--- config.mk ---
export PLATFORM = sky130hd
export DESIGN_NAME = exe_top
export DESIGN_NICKNAME = d
export VERILOG_FILES = /design/src/exe_pkg.sv /design/src/exe_forward.sv /design/src/exe_alu.sv /design/src/exe_divider.sv /design/src/exe_control.sv /design/src/exe_top.sv
export SDC_FILE = /design/constraint.sdc
export NUM_CORES = 2
export LEC_CHECK = 0
export ABC_AREA = 1
export BUFFER_PORTS_ARGS = -buffer_cell sky130_fd_sc_hd__buf_4
export CAP_MARGIN = 20
export CORE_AREA = 3 3 336 587
export CTS_BUF_LIST = sky130_fd_sc_hd__clkbuf_4
export CTS_CLUSTER_DIAMETER = 40
export CTS_CLUSTER_SIZE = 16
export DETAILED_ROUTE_END_ITERATION = 16
export DIE_AREA = 0 0 339 590
export GPL_TIMING_DRIVEN = 1
export SLEW_MARGIN = 25
export SYNTH_ARGS = -nofsm -noshare
export SYNTH_HDL_FRONTEND = slang
export SYNTH_SLANG_ARGS = --single-unit
--- constraint.sdc ---
create_clock -name iCLOCK -period 8.9 [get_ports iCLOCK]
set_clock_uncertainty 0.15 [all_clocks]
set_input_delay 0.445 -clock iCLOCK [delete_from_list [all_inputs] [get_ports iCLOCK]]
set_output_delay 0.445 -clock iCLOCK [all_outputs]
set_load 0.1 [all_outputs]
--- src/exe_pkg.sv ---
package exe_pkg;

	localparam int XLEN = 32;
	localparam int REG_ADDR_W = 5;
	localparam int PC_STEP = 4;
	localparam int FAULT_NUM_W = 7;

	// Vector number reported for a zero divisor
	localparam logic [FAULT_NUM_W-1:0] INT_NUM_DIVIDER_ERROR = 7'd3;

	typedef enum logic [3:0] {
		ADD,
		SUB,
		AND,
		OR,
		XOR,
		NOT,
		SHL,
		SHR,
		SAR,
		ROL,
		MUL,
		MULH,
		DIV,
		DIVU,
		MOD,
		MODU
	} exe_op_e;

	typedef struct packed {
		logic sf;
		logic of;
		logic cf;
		logic pf;
		logic zf;
	} exe_flags_t;

	typedef struct packed {
		logic valid;
		exe_op_e op;
		logic [REG_ADDR_W-1:0] dest;
		logic writeback;
		logic flags_writeback;
		logic [XLEN-1:0] src0;
		logic [XLEN-1:0] src1;
		logic [REG_ADDR_W-1:0] src0_ptr;
		logic [REG_ADDR_W-1:0] src1_ptr;
		logic src1_imm;
		logic [XLEN-1:0] pc;
	} exe_issue_t;

	typedef struct packed {
		logic valid;
		logic [XLEN-1:0] data;
		logic [REG_ADDR_W-1:0] dest;
		logic writeback;
	} exe_result_t;

endpackage

--- src/exe_forward.sv ---
`timescale 1ns/10ps

module exe_forward
	import exe_pkg::*;
(
	input logic iCLOCK,
	input logic inRESET,
	input logic refresh,
	input exe_issue_t issue,
	input exe_result_t cur_result,
	output logic [XLEN-1:0] op0,
	output logic [XLEN-1:0] op1
);

	// Result one cycle older than cur_result
	exe_result_t hist_result;

	always_ff @(posedge iCLOCK or negedge inRESET) begin
		if (!inRESET) begin
			hist_result <= '0;
		end else if (refresh) begin
			hist_result <= '0;
		end else begin
			hist_result <= cur_result;
		end
	end

	// Newest matching result wins
	function automatic logic [XLEN-1:0] forward_value(
		input exe_result_t cur,
		input exe_result_t hist,
		input logic [REG_ADDR_W-1:0] ptr,
		input logic [XLEN-1:0] value
	);
		logic cur_hit;
		logic hist_hit;
		cur_hit = cur.valid && cur.writeback && (cur.dest == ptr);
		hist_hit = hist.valid && hist.writeback && (hist.dest == ptr);
		if (cur_hit) begin
			return cur.data;
		end else if (hist_hit) begin
			return hist.data;
		end
		return value;
	endfunction

	assign op0 = forward_value(cur_result, hist_result, issue.src0_ptr, issue.src0);

	// Immediate operand bypasses the history
	assign op1 = issue.src1_imm ? issue.src1
		: forward_value(cur_result, hist_result, issue.src1_ptr, issue.src1);

	// Operands seen by the units must be known whenever an issue is offered
	assert property (@(posedge iCLOCK) disable iff (!inRESET)
		issue.valid |-> !$isunknown({op0, op1}))
	else $error("forwarded operand unknown while issue is valid");

endmodule

--- src/exe_alu.sv ---
`timescale 1ns/10ps

module exe_alu
	import exe_pkg::*;
(
	input exe_op_e op,
	input logic [XLEN-1:0] op0,
	input logic [XLEN-1:0] op1,
	output logic [XLEN-1:0] data,
	output exe_flags_t flags
);

	localparam int SHAMT_W = $clog2(XLEN);

	logic sub;
	logic [XLEN-1:0] addend;
	logic [XLEN-1:0] sum;
	logic carry;
	logic overflow;
	logic [SHAMT_W-1:0] shamt;
	logic [2*XLEN-1:0] rot;
	logic [2*XLEN-1:0] product;

	// Shared adder, SUB is op0 + ~op1 + 1
	assign sub = (op == SUB);
	assign addend = sub ? ~op1 : op1;
	assign {carry, sum} = {1'b0, op0} + {1'b0, addend} + {{XLEN{1'b0}}, sub};

	// Same-sign inputs giving a result of the other sign
	assign overflow = (op0[XLEN-1] == addend[XLEN-1]) && (sum[XLEN-1] != op0[XLEN-1]);

	assign shamt = op1[SHAMT_W-1:0];

	// Upper half of the doubled word is the left rotation
	assign rot = {op0, op0} << shamt;

	assign product = {{XLEN{1'b0}}, op0} * {{XLEN{1'b0}}, op1};

	always_comb begin
		data = sum;
		flags.of = 1'b0;
		flags.cf = 1'b0;
		case (op)
			ADD, SUB: begin
				data = sum;
				flags.cf = carry;
				flags.of = overflow;
			end
			AND: begin
				data = op0 & op1;
			end
			OR: begin
				data = op0 | op1;
			end
			XOR: begin
				data = op0 ^ op1;
			end
			NOT: begin
				data = ~op0;
			end
			SHL: begin
				data = op0 << shamt;
			end
			SHR: begin
				data = op0 >> shamt;
			end
			SAR: begin
				data = $signed(op0) >>> shamt;
			end
			ROL: begin
				data = rot[2*XLEN-1:XLEN];
			end
			MUL: begin
				data = product[XLEN-1:0];
				flags.cf = product[XLEN];
				flags.of = product[XLEN-1] ^ product[XLEN];
			end
			MULH: begin
				data = product[2*XLEN-1:XLEN];
			end
			default: begin
				// Divider ops take their result from exe_divider
				data = sum;
			end
		endcase
		flags.sf = data[XLEN-1];
		flags.pf = data[0];
		// High half zero test covers the whole product
		flags.zf = (op == MULH) ? (product == '0) : (data == '0);
	end

endmodule

--- src/exe_divider.sv ---
`timescale 1ns/10ps

module exe_divider #(
	parameter int WIDTH = 32
) (
	input logic iCLOCK,
	input logic inRESET,
	input logic clear,
	input logic start,
	input logic sign,
	input logic [WIDTH-1:0] dividend,
	input logic [WIDTH-1:0] divisor,
	output logic done,
	output logic [WIDTH-1:0] q,
	output logic [WIDTH-1:0] r
);

	localparam int CNT_W = $clog2(WIDTH);
	localparam logic [CNT_W-1:0] CNT_LAST = CNT_W'(WIDTH - 1);

	logic busy;
	logic [CNT_W-1:0] cnt;
	logic [WIDTH-1:0] quo;
	logic [WIDTH-1:0] rem;
	logic [WIDTH-1:0] dvs;
	logic neg_q;
	logic neg_r;
	logic [WIDTH:0] rem_shift;
	logic [WIDTH:0] diff;

	// Partial remainder with next dividend bit shifted in
	assign rem_shift = {rem, quo[WIDTH-1]};
	assign diff = rem_shift - {1'b0, dvs};

	always_ff @(posedge iCLOCK or negedge inRESET) begin
		if (!inRESET) begin
			busy <= 1'b0;
			cnt <= '0;
			done <= 1'b0;
		end else if (clear) begin
			busy <= 1'b0;
			cnt <= '0;
			done <= 1'b0;
		end else begin
			done <= busy && (cnt == CNT_LAST);
			if (start) begin
				busy <= 1'b1;
				cnt <= '0;
			end else if (busy) begin
				cnt <= cnt + 1'b1;
				if (cnt == CNT_LAST) begin
					busy <= 1'b0;
				end
			end
		end
	end

	// Magnitudes go through the array, signs are restored at the output
	always_ff @(posedge iCLOCK) begin
		if (start) begin
			quo <= (sign && dividend[WIDTH-1]) ? -dividend : dividend;
			dvs <= (sign && divisor[WIDTH-1]) ? -divisor : divisor;
			rem <= '0;
			neg_q <= sign && (dividend[WIDTH-1] ^ divisor[WIDTH-1]);
			neg_r <= sign && dividend[WIDTH-1];
		end else if (busy) begin
			// No borrow means the divisor fits
			quo <= {quo[WIDTH-2:0], !diff[WIDTH]};
			rem <= diff[WIDTH] ? rem_shift[WIDTH-1:0] : diff[WIDTH-1:0];
		end
	end

	// Truncating division, remainder follows the dividend
	assign q = neg_q ? -quo : quo;
	assign r = neg_r ? -rem : rem;

	// The issuing side must hold off while a division runs
	assert property (@(posedge iCLOCK) disable iff (!inRESET)
		start |-> !busy)
	else $error("divider started while busy");

endmodule

--- src/exe_control.sv ---
`timescale 1ns/10ps

module exe_control
	import exe_pkg::*;
(
	input logic iCLOCK,
	input logic inRESET,
	input logic stop,
	input logic refresh,
	input exe_issue_t issue,
	input logic [XLEN-1:0] op0,
	input logic [XLEN-1:0] op1,
	input logic [XLEN-1:0] alu_data,
	input exe_flags_t alu_flags,
	input logic div_done,
	input logic [XLEN-1:0] div_q,
	input logic [XLEN-1:0] div_r,
	output logic div_start,
	output logic div_sign,
	output logic div_clear,
	output exe_result_t cur_result,
	output exe_result_t result,
	output exe_flags_t flags,
	output logic lock,
	output logic fault_valid,
	output logic [FAULT_NUM_W-1:0] fault_num,
	output logic [XLEN-1:0] fault_pc
);

	typedef enum logic [1:0] {
		NORMAL,
		DIV_WAIT,
		FAULT
	} state_e;

	state_e state;
	logic accept;
	logic is_div;
	logic div_zero;
	logic rem_sel;
	logic res_valid;
	logic [XLEN-1:0] res_data;
	logic [REG_ADDR_W-1:0] res_dest;
	logic res_wb;
	exe_flags_t flags_r;

	assign lock = (state != NORMAL);
	assign accept = issue.valid && !lock && !stop;
	assign is_div = issue.op inside {DIV, DIVU, MOD, MODU};

	// Zero test uses the forwarded divisor
	assign div_zero = is_div && (op1 == '0);

	assign div_start = accept && is_div && !div_zero && !refresh;
	assign div_sign = (issue.op == DIV) || (issue.op == MOD);
	assign div_clear = refresh;

	always_ff @(posedge iCLOCK or negedge inRESET) begin
		if (!inRESET) begin
			state <= NORMAL;
			res_valid <= 1'b0;
			fault_valid <= 1'b0;
			flags_r <= '0;
		end else if (refresh) begin
			state <= NORMAL;
			res_valid <= 1'b0;
			fault_valid <= 1'b0;
		end else begin
			case (state)
				NORMAL: begin
					res_valid <= accept && !is_div;
					if (accept && !is_div && issue.flags_writeback) begin
						flags_r <= alu_flags;
					end
					if (accept && div_zero) begin
						state <= FAULT;
						fault_valid <= 1'b1;
					end else if (accept && is_div) begin
						state <= DIV_WAIT;
					end
				end
				DIV_WAIT: begin
					res_valid <= div_done;
					if (div_done) begin
						state <= NORMAL;
					end
				end
				default: begin
					// Held here until refresh
					res_valid <= 1'b0;
					fault_valid <= 1'b0;
				end
			endcase
		end
	end

	always_ff @(posedge iCLOCK) begin
		if (accept) begin
			res_data <= alu_data;
			res_dest <= issue.dest;
			res_wb <= issue.writeback;
			rem_sel <= (issue.op == MOD) || (issue.op == MODU);
			fault_pc <= issue.pc - XLEN'(PC_STEP);
		end else if ((state == DIV_WAIT) && div_done) begin
			res_data <= rem_sel ? div_r : div_q;
		end
	end

	assign cur_result = '{valid: res_valid, data: res_data, dest: res_dest, writeback: res_wb};

	always_comb begin
		result = cur_result;
		result.valid = cur_result.valid && !stop;
	end

	assign flags = flags_r;
	assign fault_num = INT_NUM_DIVIDER_ERROR;

	// A fault never coincides with a result or a finishing division
	assert property (@(posedge iCLOCK) disable iff (!inRESET || refresh)
		fault_valid |-> !cur_result.valid && !div_done)
	else $error("result produced alongside a divide fault");

	// Divider only finishes while the stage is locked waiting on it
	assert property (@(posedge iCLOCK) disable iff (!inRESET || refresh)
		div_done |-> lock && (state == DIV_WAIT))
	else $error("divider finished while the stage was not waiting on it");

endmodule

--- src/exe_top.sv ---
`timescale 1ns/10ps

module exe_top
	import exe_pkg::*;
(
	input logic iCLOCK,
	input logic inRESET,
	input exe_issue_t issue,
	input logic stop,
	input logic refresh,
	output logic lock,
	output exe_result_t result,
	output exe_flags_t flags,
	output logic fault_valid,
	output logic [FAULT_NUM_W-1:0] fault_num,
	output logic [XLEN-1:0] fault_pc
);

	exe_result_t cur_result;
	logic [XLEN-1:0] op0;
	logic [XLEN-1:0] op1;
	logic [XLEN-1:0] alu_data;
	exe_flags_t alu_flags;
	logic div_start;
	logic div_sign;
	logic div_clear;
	logic div_done;
	logic [XLEN-1:0] div_q;
	logic [XLEN-1:0] div_r;

	exe_forward u_forward (
		.iCLOCK(iCLOCK),
		.inRESET(inRESET),
		.refresh(refresh),
		.issue(issue),
		.cur_result(cur_result),
		.op0(op0),
		.op1(op1)
	);

	exe_alu u_alu (
		.op(issue.op),
		.op0(op0),
		.op1(op1),
		.data(alu_data),
		.flags(alu_flags)
	);

	exe_divider #(
		.WIDTH(XLEN)
	) u_divider (
		.iCLOCK(iCLOCK),
		.inRESET(inRESET),
		.clear(div_clear),
		.start(div_start),
		.sign(div_sign),
		.dividend(op0),
		.divisor(op1),
		.done(div_done),
		.q(div_q),
		.r(div_r)
	);

	exe_control u_control (
		.iCLOCK(iCLOCK),
		.inRESET(inRESET),
		.stop(stop),
		.refresh(refresh),
		.issue(issue),
		.op0(op0),
		.op1(op1),
		.alu_data(alu_data),
		.alu_flags(alu_flags),
		.div_done(div_done),
		.div_q(div_q),
		.div_r(div_r),
		.div_start(div_start),
		.div_sign(div_sign),
		.div_clear(div_clear),
		.cur_result(cur_result),
		.result(result),
		.flags(flags),
		.lock(lock),
		.fault_valid(fault_valid),
		.fault_num(fault_num),
		.fault_pc(fault_pc)
	);

endmodule

# [After elaboration in Yosys (flattened, before gate mapping)]
# Cells that the tools add are included.
[totals] romBits=0 output_inout_bits=85 mem_count=0 latch_bits=0 word_cells=163 reg_bits=224 ram_bits=0
[op_classes] magnitude_cmp=0 n_div=0 reduce_logical=45 mux=44 shift=4 bitwise=8 multipliers=1 n_eq_ne=27 n_addsub=9
[op_table] cell="$mux W32" count=18
[op_table] cell="$pmux W32 S10" count=1
[op_table] cell="$neg A32 Y32" count=4
[op_table] cell="$logic_not A32 Y1" count=2
[op_table] cell="$logic_not A64 Y1" count=1
[op_table] cell="$mul A32 B32 Y64" count=1
[op_table] cell="$not A32 Y32" count=2
[op_table] cell="$shl A64 B5 Y64" count=1
[op_table] cell="$mux W39" count=1
[op_table] cell="$add A32 B32 Y33" count=1
[op_table] cell="$add A33 B1 Y33" count=1
[op_table] cell="$sub A33 B32 Y33" count=1
[op_table] cell="$and A32 B32 Y32" count=1
[op_table] cell="$eq A4 B4 Y1 const B" count=8
[op_table] cell="$or A32 B32 Y32" count=1
[op_table] cell="$shl A32 B5 Y32" count=1
[op_table] cell="$shr A32 B5 Y32" count=1
[op_table] cell="$sshr A32 B5 Y32" count=1
[op_table] cell="$sub A32 B3 Y32 const B" count=1
[op_table] cell="$xor A32 B32 Y32" count=1
[op_table] cell="$logic_and A1 B1 Y1" count=22
[op_table] cell="$eq A5 B5 Y1" count=4
[op_table] cell="$eq A4 B3 Y1 const B" count=4
[op_table] cell="$mux W5" count=3
[op_table] cell="other kinds (27)" count=56

# [Logic depth before layout (Yosys ltp)]
[depth] depth_word=13 ltp_mapped=56

# [By module]
# A second synthesis with hierarchy kept.
[unflattened] hier_cells=9606 hier_area_um2=63759.9
[modules_own_cells] mod="exe_alu" instances=1 area_per_inst_um2=45690.1 cells_each=6873
[modules_own_cells] mod="exe_divider" instances=1 area_per_inst_um2=10025.9 cells_each=1600
[modules_own_cells] mod="exe_control" instances=1 area_per_inst_um2=4513.1 cells_each=500
[modules_own_cells] mod="exe_forward" instances=1 area_per_inst_um2=3530.9 cells_each=633

# [Worst setup path after synthesis]
# No wires, ideal clock.
[synth_timing] kind="register -> register" from="register u_control.res_dest[3]" to="register u_control.flags_r (netlist bit u_control.flags[0])" period_less_slack_ps=9639 stages_incl_launch_ff=47 setup_slack_ps=-739 t_required_ps=8672 arrival_time_ps=9411 cell_sequence="edfxtp_1 inv_1 nand2_1 nand2_1 nor2_2 nand3_4 a21oi_4 buf_4 nand2_1 nand2_4 buf_1 clkbuf_1 buf_1 nor2_1 fa_1 inv_1 fa_1 fa_1 [11 not listed] and3_1 nand2_1 nand2_1 nand3_1 nand2_1 a21oi_1 or2_2 nand3_1 nand2_1 nor2_1 nand2_1 nor2_1 nand2_1 nor2_1 nand2_1 nor2_1 nand3_1 a21oi_1"
[synth_between] elab_chain_cells=12 word_cells_on_any_way=28
[synth_rtl] item="from (decl)" line="exe_control.sv:43" source="logic [REG_ADDR_W-1:0] res_dest;"
[synth_rtl] item="from (signal assigned)" line="exe_control.sv:100" source="res_dest <= issue.dest;"
[synth_rtl] item="$eq A5 B5 Y1" line="exe_forward.sv:37" source="cur_hit = cur.valid && cur.writeback && (cur.dest == ptr);"
[synth_rtl] item="$logic_and A1 B1 Y1" line="exe_forward.sv:37"
[synth_rtl] item="$mux W32 or $mux W1 (tied branches)" line="exe_forward.sv:39" source="if (cur_hit) begin"
[synth_rtl] item="$mux W32" line="exe_forward.sv:44" source="return value;"
[synth_rtl] item="$mux W32" line="exe_forward.sv:50" source="assign op1 = issue.src1_imm ? issue.src1"
[synth_rtl] item="$not A32 Y32" line="exe_alu.sv:26" source="assign addend = sub ? ~op1 : op1;"
[synth_rtl] item="$mux W32" line="exe_alu.sv:26"
[synth_rtl] item="$add A32 B32 Y33" line="exe_alu.sv:27" source="assign {carry, sum} = {1'b0, op0} + {1'b0, addend} + {{XLEN{1'b0}}, sub};"
[synth_rtl] item="$add A33 B1 Y33" line="exe_alu.sv:27"
[synth_rtl] item="$pmux W32 S10" line="exe_alu.sv:43" source="case (op)"
[synth_rtl] item="$logic_not A32 Y1" line="exe_alu.sv:89" source="flags.zf = (op == MULH) ? (product == '0) : (data == '0);"
[synth_rtl] item="$mux W1 *" line="exe_alu.sv:89"
[synth_rtl] item="to (signal assigned)" line="exe_control.sv:73" source="flags_r <= alu_flags;"
[synth_rtl] item="to (decl)" line="exe_control.sv:45" source="exe_flags_t flags_r;"
# Every way passes the cells marked *; elsewhere a longest branch is shown, timed or not.
# A chain may end at the register's enable or synchronous reset.

# [Worst setup path after layout]
[layout_timing] from="register u_control.res_dest[1]" to="register u_control.flags_r (netlist bit u_control.flags[0])"
# Same word-level chain as after synthesis.

==> impl_metrics.yaml <==
clocking:
  cts_inserted_buffers: 45
  cts_tree: "yes"
  insertion_delay_ns: 1.02
  ctsHtreeMaxLevel: 2
  clockRootBuffer: "clkbuf_4"
  path_clk_slew_ns: 0.13
  cts.sink_count: 224
  clock_path_buffers: 3
die:
  initial_core_util: 0.299
  die_area_mm2: 0.200
  fp.dieW_um: 339
  core_area_mm2: 0.193
  ios: 208
  rows: 213
  die_h_um: 590
worst_setup_path:
  arrival_ns: 10.91
  crit_fanout: 8
  critPathMaxStageDelay_ns: 0.74
  critPathKind: "reg2reg"
  slowest_stage: "fa_2"
  critPathBufInv: 12
  crit_path_frequent_cell: "nand2_2"
  worst_setup_path_start_kind: "register"
  endpoint_kind: "register"
  critPathTopFamily: "adder cells"
  required_ns: 9.68
routing:
  vias_per_cell: 5.23
  wl_per_cell_um: 29.5
  drc: 0
  vias: 62000
  routed_wl_mm: 349
  ant_nets: 0
  dr.pass1.iters: 10
  drt_iter0_markers: 5022
final_layout:
  final_layout_size_suffix_gt1_frac: 0.255
  finalNetCount: 10600
  n_fill_cell: 20000
  area_growth_pct: 34.4
  utilization: 0.402
yosys:
  ys.flop_type: "edfxtp_1"
  async_flop_share: 0.246
  synth_area_leaders: "fa_1, nand2_1, inv_1"
  synth.avg_cell_area_um2: 7.22
  synthDominantCellAreaShare: 0.312
  netlist_area_mm2: 0.0577
  synth-edff-count: 137
  yosysUniqueCellTypes: 73
  yosysSeqAreaShare: 0.106
  synthesis.instances: 7989
  yosys.area.top_type: "fa_1"
  yosys_warnings: 0
  ys_seq_elements: 224
timing:
  drv_slew: 0
  rsz0062_at_grt: "yes"
  period_share: 1.14
  slew_headroom: 0.159
  fin_crit_ns: 10.13
  clock.fmax_ghz: 0.0987
  final_hold_viol_count: 0
  setup_viol: 36
  worst_slack_ns: -1.23
  tightest_slew_ns: 1.25
place:
  gp_congestion: 1.07
  hpwl_mm: 298
  port_buffers: 200
status:
  outcome: "finished, violations left"
  violations: "negative setup slack"
min_path:
  min_path_type: "in2reg"
grt:
  track_usage: 0.343
  grt_max_degree: 69
  gr-total-overflow: 0
  antenna_found_initial: 22
  grt_pass1_vias: 64900
  grt_first_pass_wirelength_mm: 482
flow_run:
  drv_cap: 0
==> final cells by class <==
| cell class | count | area, um^2 | area share |
|---|---|---|---|
| Multi-Input combinational cell | 5903 | 47400 | 0.612 |
| Timing Repair Buffer | 1547 | 14200 | 0.183 |
| Sequential cell | 224 | 6130 | 0.0791 |
| Inverter | 1499 | 5750 | 0.0741 |
| Tap cell | 2580 | 3230 | 0.0416 |
| Clock inverter | 37 | 419 | 0.00540 |
| Clock buffer | 47 | 353 | 0.00455 |
| Antenna cell | 15 | 37.5 | 0.000484 |
==> synthesized netlist by cell type, types with 19 or more instances <==
library cell  count
nand2_1        1693
inv_1          1443
nor2_1         1038
fa_1            898
nand3_1         536
ha_1            397
o21ai_0         284
a21oi_1         280
clkbuf_1        197
xor2_1          164
edfxtp_1        137
buf_1            89
nor3_1           79
nand4_1          78
dfrtp_1          55
buf_2            52
or2_2            52
inv_2            47
o21ai_1          41
a31oi_1          40
xnor2_1          36
a22oi_1          35
dfxtp_1          32
buf_4            24
o211ai_1         20
nand2_2          19
==> layer usage <==
metal / wire length [um] / GRT usage / up-vias / part of all wire
li1: - / - / 27100 / -
met1: 112000 / 0.336 / 30800 / 0.32
met2: 172000 / 0.609 / 2915 / 0.49
met3: 22000 / 0.0559 / 1141 / 0.063
met4: 43500 / 0.330 / 12 / 0.12
met5: 92 / 0 / - / 0.00026
==> sequential cells by signal, summed over array words and instances, names as in the netlist <==
signal and count:
u_control.fault_pc 32, u_control.fault_valid 1, u_control.flags 5, u_control.rem_sel 1
u_control.res_data 32, u_control.res_dest 5, u_control.res_valid 1, u_control.res_wb 1
u_control.state 2, u_divider.busy 1, u_divider.cnt 5, u_divider.done 1
u_divider.dvs 32, u_divider.neg_q 1, u_divider.neg_r 1, u_divider.quo 32
u_divider.rem 32, u_forward.hist_result 39
==> cells by family (layout without fill, tap and decap cells) <==
| family | Yosys count | in the layout | synth area share |
|---|---|---|---|
| adders and majority gates | 1295 | 1295 | 0.398 |
| xor gates and xnor gates | 200 | 200 | 0.0304 |
| and+or+nand+nor | 3572 | 3573 | 0.258 |
| DFF | 224 | 224 | 0.106 |
| buffers and inverters | 1868 | 3130 | 0.125 |
| other | 2 | 22 | 0.000130 |
| AOI/OAI and AO/OA | 828 | 828 | 0.0821 |
==> cells in the final DEF (no fill, tap or decap), drive strengths merged, types with 20 or more instances in the layout <==
cell and instances:
nor2 1052, edfxtp 137, or2 56, dfrtp 55
fa 898, a21oi 281, a31oi 40, o211ai 20
a22oi 35, nor3 85, xnor2 36, nand4 79
inv 1492, dlygate4sd3 76, buf 1469, nand2 1720
nand3 542, ha 397, xor2 164, clkbuf 49
o21ai 331, clkinv 24, dfxtp 32
==> repair_timing <==
item	CTS	global route
buffers inserted	67	53
cloned	2	2
hold buffers	77	0
endpoints found under the setup margin	36	36
pin swaps	133	229
gates resized for setup	560	409
hold endpoints to repair	128	0
==> tightest hold or removal path, stage by stage <==
cell     delay [ns]
buf_4          0.12
o21ai_4        0.09
buf_4          0.18
xor2_1         0.20
==> final timing paths <==
path | from | endpoint | slack, ns | cells past startpoint
min in group asynchronous | inRESET | u_forward.hist_result[19] | 0.49 | 4
worst min register to register | u_control.fault_valid | u_control.fault_valid | 0.34 | 2
worst max-delay path | u_control.res_dest[1] | u_control.flags[0] | -1.23 | 47
worst min-delay path | issue[59] | u_divider.dvs[16] | 0.08 | 4
worst max register to register | u_control.res_dest[1] | u_control.flags[0] | -1.23 | 47
max in group asynchronous | inRESET | u_forward.hist_result[37] | 7.53 | 4
==> through the flow <==
step / setup TNS, ns / instances / setup slack [ns] / area, um^2 / hold slack (ns)
after floorplan: -0.269 / 7994 / -0.154 / 58400 / -0.000591
after global placement: -55.57 / 11600 / -2.67 / 71500 / 0.208
after detailed placement: -53.60 / 11600 / -2.62 / 71500 / 0.212
after CTS: -23.34 / 11800 / -1.19 / 75600 / 0.000313
after global routing: -33.37 / 11800 / -1.43 / 77500 / 0.0196
final: -26.21 / 11900 / -1.23 / 77500 / 0.0784
Power is not shown: default switching activity piles up to over one toggle a cycle in this logic, so the estimate is an artifact.
